$ cat src/design/core_av_pkg.sv
package core_av_pkg;

    ////////////////////////////////////////////////////////////////////////////
    // shared types
    ////////////////////////////////////////////////////////////////////////////

    // horizontal or vertical counter value
    typedef logic [9:0] coord_t;

    // rgb, red in the high byte
    typedef logic [23:0] pixel_t;

    ////////////////////////////////////////////////////////////////////////////
    // video geometry at ~12.288 MHz pixel rate
    ////////////////////////////////////////////////////////////////////////////

    // line geometry in clocks
    localparam int H_TOTAL   = 400;
    localparam int H_ACTIVE  = 320;
    localparam int H_BPORCH  = 10;
    // frame geometry in lines
    localparam int V_TOTAL   = 512;
    localparam int V_ACTIVE  = 240;
    localparam int V_BPORCH  = 10;
    // hs fires a few clocks into the line, clear of vs
    localparam int HS_OFFSET = 3;

    localparam pixel_t ACTIVE_COLOR = 24'hff_00_00;
    localparam pixel_t BLANK_COLOR  = 24'h00_00_00;

    ////////////////////////////////////////////////////////////////////////////
    // i2s framing
    ////////////////////////////////////////////////////////////////////////////

    // mclk cycles per sclk period
    localparam int SCLK_DIV  = 4;
    // sclk periods per lrck half
    localparam int SLOT_BITS = 32;

endpackage

$ cat src/design/vid_sync_if.sv
interface vid_sync_if;

    import core_av_pkg::*;

    // timing flags, one cycle pulses and a level
    logic   de;
    logic   hs;
    logic   vs;
    // visible coordinates, valid with de
    coord_t x;
    coord_t y;

    // timing generator side
    modport src (
        output de, hs, vs, x, y
    );

    // pixel stage side
    modport dst (
        input de, hs, vs, x, y
    );

endinterface

$ cat src/design/video_timing.sv
module video_timing #(
    parameter int h_total   = core_av_pkg::H_TOTAL,
    parameter int h_active  = core_av_pkg::H_ACTIVE,
    parameter int h_bporch  = core_av_pkg::H_BPORCH,
    parameter int hs_offset = core_av_pkg::HS_OFFSET,
    parameter int v_total   = core_av_pkg::V_TOTAL,
    parameter int v_active  = core_av_pkg::V_ACTIVE,
    parameter int v_bporch  = core_av_pkg::V_BPORCH
) (
    input  logic       audgen_mclk,
    input  logic       reset_n,
    vid_sync_if.src    sync
);

    import core_av_pkg::*;

    // counter limits and window edges
    localparam coord_t H_LAST  = coord_t'(h_total - 1);
    localparam coord_t V_LAST  = coord_t'(v_total - 1);
    localparam coord_t H_FIRST = coord_t'(h_bporch);
    localparam coord_t H_END   = coord_t'(h_bporch + h_active);
    localparam coord_t V_FIRST = coord_t'(v_bporch);
    localparam coord_t V_END   = coord_t'(v_bporch + v_active);
    localparam coord_t HS_AT   = coord_t'(hs_offset);

    coord_t x_count;
    coord_t y_count;
    logic   in_window;

    ////////////////////////////////////////////////////////////////////////////
    // raster counters
    ////////////////////////////////////////////////////////////////////////////

    // x wraps at end of line and steps y
    always_ff @(posedge audgen_mclk or negedge reset_n) begin
        if (!reset_n) begin
            x_count <= '0;
            y_count <= '0;
        end else begin
            if (x_count == H_LAST) begin
                x_count <= '0;
                // frame wrap
                if (y_count == V_LAST) begin
                    y_count <= '0;
                end else begin
                    y_count <= y_count + 1'b1;
                end
            end else begin
                x_count <= x_count + 1'b1;
            end
        end
    end

    // active region, both axes past the back porch
    assign in_window = (x_count >= H_FIRST) && (x_count < H_END)
                    && (y_count >= V_FIRST) && (y_count < V_END);

    ////////////////////////////////////////////////////////////////////////////
    // sync and enable, one cycle behind the counters
    ////////////////////////////////////////////////////////////////////////////

    always_ff @(posedge audgen_mclk or negedge reset_n) begin
        if (!reset_n) begin
            sync.vs <= 1'b0;
            sync.hs <= 1'b0;
            sync.de <= 1'b0;
        end else begin
            // new frame on the origin
            sync.vs <= (x_count == '0) && (y_count == '0);
            // new line, offset from vs
            sync.hs <= (x_count == HS_AT);
            sync.de <= in_window;
        end
    end

    // coordinates relative to porch, only meaningful with de
    always_ff @(posedge audgen_mclk) begin
        sync.x <= x_count - H_FIRST;
        sync.y <= y_count - V_FIRST;
    end

    // x must never reach the line length
    a_x_in_range: assert property (@(posedge audgen_mclk) disable iff (!reset_n)
        x_count < coord_t'(h_total));

    // hs sits in the back porch, never inside the window
    a_no_de_on_hs: assert property (@(posedge audgen_mclk) disable iff (!reset_n)
        !(sync.de && sync.hs));

endmodule

$ cat src/design/video_pixel_out.sv
module video_pixel_out (
    input  logic                 audgen_mclk,
    input  logic                 reset_n,
    vid_sync_if.dst              sync,
    output core_av_pkg::pixel_t  video_rgb,
    output logic                 video_de,
    output logic                 video_hs,
    output logic                 video_vs
);

    import core_av_pkg::*;

    ////////////////////////////////////////////////////////////////////////////
    // output stage
    ////////////////////////////////////////////////////////////////////////////

    // colour picked from the same de it leaves with
    always_ff @(posedge audgen_mclk or negedge reset_n) begin
        if (!reset_n) begin
            video_rgb <= BLANK_COLOR;
            video_de  <= 1'b0;
            video_hs  <= 1'b0;
            video_vs  <= 1'b0;
        end else begin
            // red test pattern inside the window
            video_rgb <= sync.de ? ACTIVE_COLOR : BLANK_COLOR;
            video_de  <= sync.de;
            // syncs delayed to stay aligned with colour
            video_hs  <= sync.hs;
            video_vs  <= sync.vs;
        end
    end

    // blanking outside the window
    a_blank_when_idle: assert property (@(posedge audgen_mclk) disable iff (!reset_n)
        !video_de |-> (video_rgb == BLANK_COLOR));

    // enable from the timing side must land on a visible coordinate
    a_de_in_window: assert property (@(posedge audgen_mclk) disable iff (!reset_n)
        sync.de |-> (sync.x < coord_t'(H_ACTIVE)) && (sync.y < coord_t'(V_ACTIVE)));

endmodule

$ cat src/design/i2s_silence_tx.sv
module i2s_silence_tx #(
    parameter int sclk_div  = core_av_pkg::SCLK_DIV,
    parameter int slot_bits = core_av_pkg::SLOT_BITS
) (
    input  logic audgen_mclk,
    input  logic reset_n,
    output logic audio_sclk,
    output logic audio_lrck,
    output logic audio_dac
);

    localparam int PH_W   = $clog2(sclk_div);
    localparam int SLOT_W = $clog2(slot_bits);

    logic [PH_W-1:0]      phase;
    logic                 fall_en;
    logic [SLOT_W-1:0]    slot_cnt;

    ////////////////////////////////////////////////////////////////////////////
    // bit clock from the master clock, no derived clock domain
    ////////////////////////////////////////////////////////////////////////////

    always_ff @(posedge audgen_mclk or negedge reset_n) begin
        if (!reset_n) begin
            phase <= '0;
        end else begin
            phase <= phase + 1'b1;
        end
    end

    // msb of the phase register, 2 low then 2 high
    assign audio_sclk = phase[PH_W-1];
    // sclk drops on the next edge when phase wraps
    assign fall_en = (phase == PH_W'(sclk_div - 1));

    ////////////////////////////////////////////////////////////////////////////
    // word select and serial data, all on sclk falling edges
    ////////////////////////////////////////////////////////////////////////////

    always_ff @(posedge audgen_mclk or negedge reset_n) begin
        if (!reset_n) begin
            slot_cnt   <= '0;
            audio_lrck <= 1'b0;
            audio_dac  <= 1'b0;
        end else if (fall_en) begin
            slot_cnt <= slot_cnt + 1'b1;
            // silent sample, data line held low
            audio_dac <= 1'b0;
            if (slot_cnt == SLOT_W'(slot_bits - 1)) begin
                // switch channel
                audio_lrck <= ~audio_lrck;
            end
        end
    end

    // lrck only moves together with an sclk falling edge
    a_lrck_on_fall: assert property (@(posedge audgen_mclk) disable iff (!reset_n)
        $changed(audio_lrck) |-> $past(fall_en));

endmodule

$ cat src/design/core_av_top.sv
module core_av_top (
    input  logic                 audgen_mclk,
    input  logic                 reset_n,

    // video to scaler
    output core_av_pkg::pixel_t  video_rgb,
    output logic                 video_de,
    output logic                 video_hs,
    output logic                 video_vs,

    // i2s to dac
    output logic                 audio_sclk,
    output logic                 audio_lrck,
    output logic                 audio_dac
);

    import core_av_pkg::*;

    ////////////////////////////////////////////////////////////////////////////
    // video path, timing then pixel stage
    ////////////////////////////////////////////////////////////////////////////

    vid_sync_if vid_sync ();

    // 400 x 512 raster, 320 x 240 visible
    video_timing #(
        .h_total   (H_TOTAL),
        .h_active  (H_ACTIVE),
        .h_bporch  (H_BPORCH),
        .hs_offset (HS_OFFSET),
        .v_total   (V_TOTAL),
        .v_active  (V_ACTIVE),
        .v_bporch  (V_BPORCH)
    ) u_video_timing (
        .audgen_mclk (audgen_mclk),
        .reset_n     (reset_n),
        .sync        (vid_sync.src)
    );

    video_pixel_out u_video_pixel_out (
        .audgen_mclk (audgen_mclk),
        .reset_n     (reset_n),
        .sync        (vid_sync.dst),
        .video_rgb   (video_rgb),
        .video_de    (video_de),
        .video_hs    (video_hs),
        .video_vs    (video_vs)
    );

    ////////////////////////////////////////////////////////////////////////////
    // audio path, silent i2s
    ////////////////////////////////////////////////////////////////////////////

    i2s_silence_tx #(
        .sclk_div  (SCLK_DIV),
        .slot_bits (SLOT_BITS)
    ) u_i2s_silence_tx (
        .audgen_mclk (audgen_mclk),
        .reset_n     (reset_n),
        .audio_sclk  (audio_sclk),
        .audio_lrck  (audio_lrck),
        .audio_dac   (audio_dac)
    );

endmodule

$ cat config.mk
export PLATFORM = sky130hd
export DESIGN_NAME = core_av_top
export DESIGN_NICKNAME = d
export VERILOG_FILES = /design/src/design/core_av_pkg.sv /design/src/design/vid_sync_if.sv /design/src/design/video_timing.sv /design/src/design/video_pixel_out.sv /design/src/design/i2s_silence_tx.sv /design/src/design/core_av_top.sv
export SDC_FILE = /design/constraint.sdc
export NUM_CORES = 1
export LEC_CHECK = 0
export BUFFER_PORTS_ARGS = -buffer_cell sky130_fd_sc_hd__buf_4
export CORE_MARGIN = 3
export CORE_UTILIZATION = 53
export DETAILED_ROUTE_END_ITERATION = 8
export PLACE_DENSITY_LB_ADDON = 0.08
export SETUP_SLACK_MARGIN = 0.3
export SYNTH_ARGS = -nofsm -noshare
export SYNTH_HDL_FRONTEND = slang
export SYNTH_HIERARCHICAL = 1
export SYNTH_SLANG_ARGS = --single-unit
$ cat constraint.sdc
create_clock -name audgen_mclk -period 1.8 [get_ports audgen_mclk]
set_input_delay 0.36 -clock audgen_mclk [delete_from_list [all_inputs] [get_ports audgen_mclk]]
set_output_delay 0.36 -clock audgen_mclk [all_outputs]
set_load 0.02 [all_outputs]
==> results.md <==
* Outcome: finished with violations
* Failing checks: setup timing
* Initial antenna violation count at 0
* Setup repair after global routing missed its margin: true
* CP Launch Type: register
* Per-cell routed wire length at 13.49 um
* IO Pins at 32
* Wire length of the first global-routing pass at 5547 um
* Mapped Avg Cell Area at approximately 11 um2
* Start-to-end type of the worst setup path: register to register
* Max-capacitance violation count at 0
* Overflow left after global routing at 0
* Remaining number of nets flagged by the antenna check after routing at 0
* Largest fanout on the critical path at 5
* Slowest cell delay on critical path at a little under 0.6 ns
* Antenna cell count at 0
* Final period utilization at 1.005
* Placeable core area at around 3500 um2
* Pin count of the biggest net entering global routing at 35
* Clock Skews at 0.005601 ns
* Data required time of the critical path at between 1.5 and 2 ns
* Starting utilization of the core area at 0.5729
* Setup TNS at -0.008770 ns
* Die Outline Area at between 4000 and 5000 um2
* Max stage delay cell, worst path: or4_4
* Number of endpoints with negative hold slack in the final report at 0
* Type of destination of the critical path: register
* Area grow syn2layout at 14.11%
* Total detailed-routing wirelength at around 3400 um
* Summed instance area of the synthesized netlist at 1987 um2
* Total track usage at 0.1696
* Final non-filler cell total at 250
* Avg Vias per Cell at approximately 5.1
* Leak pwr at approximately 1.1 nW
* HPWL Detailed at 2342 um
* Cell count after placement at about 240
* Number of warnings printed during yosys synthesis at 6
* Number of port buffers at 14
* Max Transition Viols Final at 0
* Clock tree from TritonCTS: built
* Sink count of the clock tree at 34
* Proportion of layout cells with a drive suffix above 1 at 0.3431
* Count of routing violations after the opening detailed-route iteration at 49
* Cts bufs inserted at 5
* Fmax at ~550 MHz
* Max VDD drop at approximately 0.54 mV
* Worst hold-check path type: primary input to async pin
* Die X at around 67 um
* Crit-path cells: or3_4 -> or4_4 -> a2bb2oi_1 -> o31ai_1
* Power density over cell area at around 610 nW/um2
* Reg clk slew, reported paths at 0.07 ns
* Number of levels in the clock H-tree at 2
* Routed vias at roughly 1,300
* Clock tree root driver cell: clkbuf_8
* Setup-failing EPs final at 1
* Clk Latency, worst-skew pair at ~0.29 ns
* Chip height at 67.23 um
* Initial DRT Pass Iterations at 4
* Std-Cell Rows at 21
* Via count of the first global-routing pass at approximately 1,300
* Number of nets in the finished design at around 220
* Post-route worst setup slack at -0.008770 ns
* Buffer depth of the longest clock path at 2
* Arrival @ worst endpoint at approximately 2.0 ns
* Drt drc at 0
* Final period demand of the worst path at 1.809 ns
* RD Place Congestion at ~0.81
* Gate Count Post-Synth at between 150 and 200
* Total power consumption of the routed design at ~0.0014 W
==> where the power goes <==
group	switching (W)	total, W	internal [W]	leakage, nW
Combinational	0.0000456	0.0000471	0.00000147	0.582
Clock	0.000270	0.000577	0.000307	0.0472
Sequential	0	0.000764	0.000764	0.443
==> critical path, delay by kind of cell, from the launching register on <==
family	cells	cell delay, ns
and+or+nand+nor	2	1.01
DFF	1	0.38
AOI/OAI and AO/OA	2	0.29
==> registers in the layout, summed over array words and instances, names as in the netlist <==
signal and cells:
u_video_pixel_out/video_hs 1, u_video_timing/y_count 10, u_video_timing/sync.de 1, u_video_timing/sync.vs 1, u_i2s_silence_tx/audio_lrck 1, u_video_pixel_out/video_rgb 1, u_video_pixel_out/video_vs 1, u_video_timing/x_count 10
u_i2s_silence_tx/slot_cnt 5, u_i2s_silence_tx/phase 2, u_video_timing/sync.hs 1
==> path summary, 6_finish.rpt <==
path	start	end	slack [ns]	cells after the start
min	reset_n	u_i2s_silence_tx/audio_lrck$_DFFE_PN0P_	0.01	1
max in group asynchronous	reset_n	u_video_timing/y_count[0]$_DFFE_PN0N_	1.47	1
min reg2reg	u_video_timing/sync.vs$_DFF_PN0_	u_video_pixel_out/video_vs$_DFF_PN0_	0.35	0
min in group audgen_mclk	u_video_timing/sync.vs$_DFF_PN0_	u_video_pixel_out/video_vs$_DFF_PN0_	0.35	0
max reg2reg	u_video_timing/x_count[4]$_DFF_PN0_	u_video_timing/y_count[3]$_DFFE_PN0N_	-0.009	4
max	u_video_timing/x_count[4]$_DFF_PN0_	u_video_timing/y_count[3]$_DFFE_PN0N_	-0.009	4
==> final cells by class <==
class / count / area, um2
tap: 46 / 57.56
timing repair buffer: 32 / 259.0
sequential: 34 / 853.3
inverter: 11 / 41.29
clock buffer: 6 / 82.58
multi-input combinational: 119 / 960.9
fill: 274 / 1201
clock inverter: 2 / 12.51
==> metal layers <==
layer,up-vias,GRT usage,part of all wire
li1,608,-,-
met1,626,0.2055,0.45
met2,29,0.2712,0.49
met3,7,0.04992,0.047
met4,0,0.09114,0.019
met5,-,0,0
==> layout by cell type, fill, tap and decap left out, types with 2 or more instances in the layout <==
| cell type | count |
|---|---|
| dfrtp_1 | 32 |
| buf_4 | 28 |
| conb_1 | 17 |
| inv_1 | 11 |
| nand2_1 | 11 |
| ha_1 | 10 |
| xnor2_1 | 9 |
| xor2_1 | 7 |
| nand4_1 | 7 |
| clkbuf_8 | 6 |
| nor2_1 | 6 |
| nor2_4 | 5 |
| o21ai_0 | 4 |
| buf_6 | 3 |
| mux2_4 | 3 |
| nor3_1 | 3 |
| nor4_4 | 3 |
| or4_4 | 2 |
| nor4_1 | 2 |
| and2_4 | 2 |
| a211o_1 | 2 |
| o21a_1 | 2 |
| nor4b_1 | 2 |
| nor3_2 | 2 |
| nand2_2 | 2 |
| dfrtp_2 | 2 |
==> stage by stage <==
stage,util,worst slack (ns),instance area [um2],hold slack [ns]
floorplan,-,-0.1299,2049,0.06441
CTS,0.6255,0.03123,2170,0.01585
detailed placement,0.5729,-0.05860,1987,0.3263
finish,0.6537,-0.008770,2267,0.01018
global placement,0.5729,-0.01219,1987,0.3261
global route,0.6537,-0.04369,2267,0.02720
==> timing repair <==
action | CTS | global route
pin swaps | 15 | 7
hold buffers | 0 | 0
setup endpoints to repair | 19 | 19
resized for setup | 15 | 19
setup buffers | 3 | 2
cloned | 1 | 0
No activity file was read; power rests on OpenSTA's default activity.
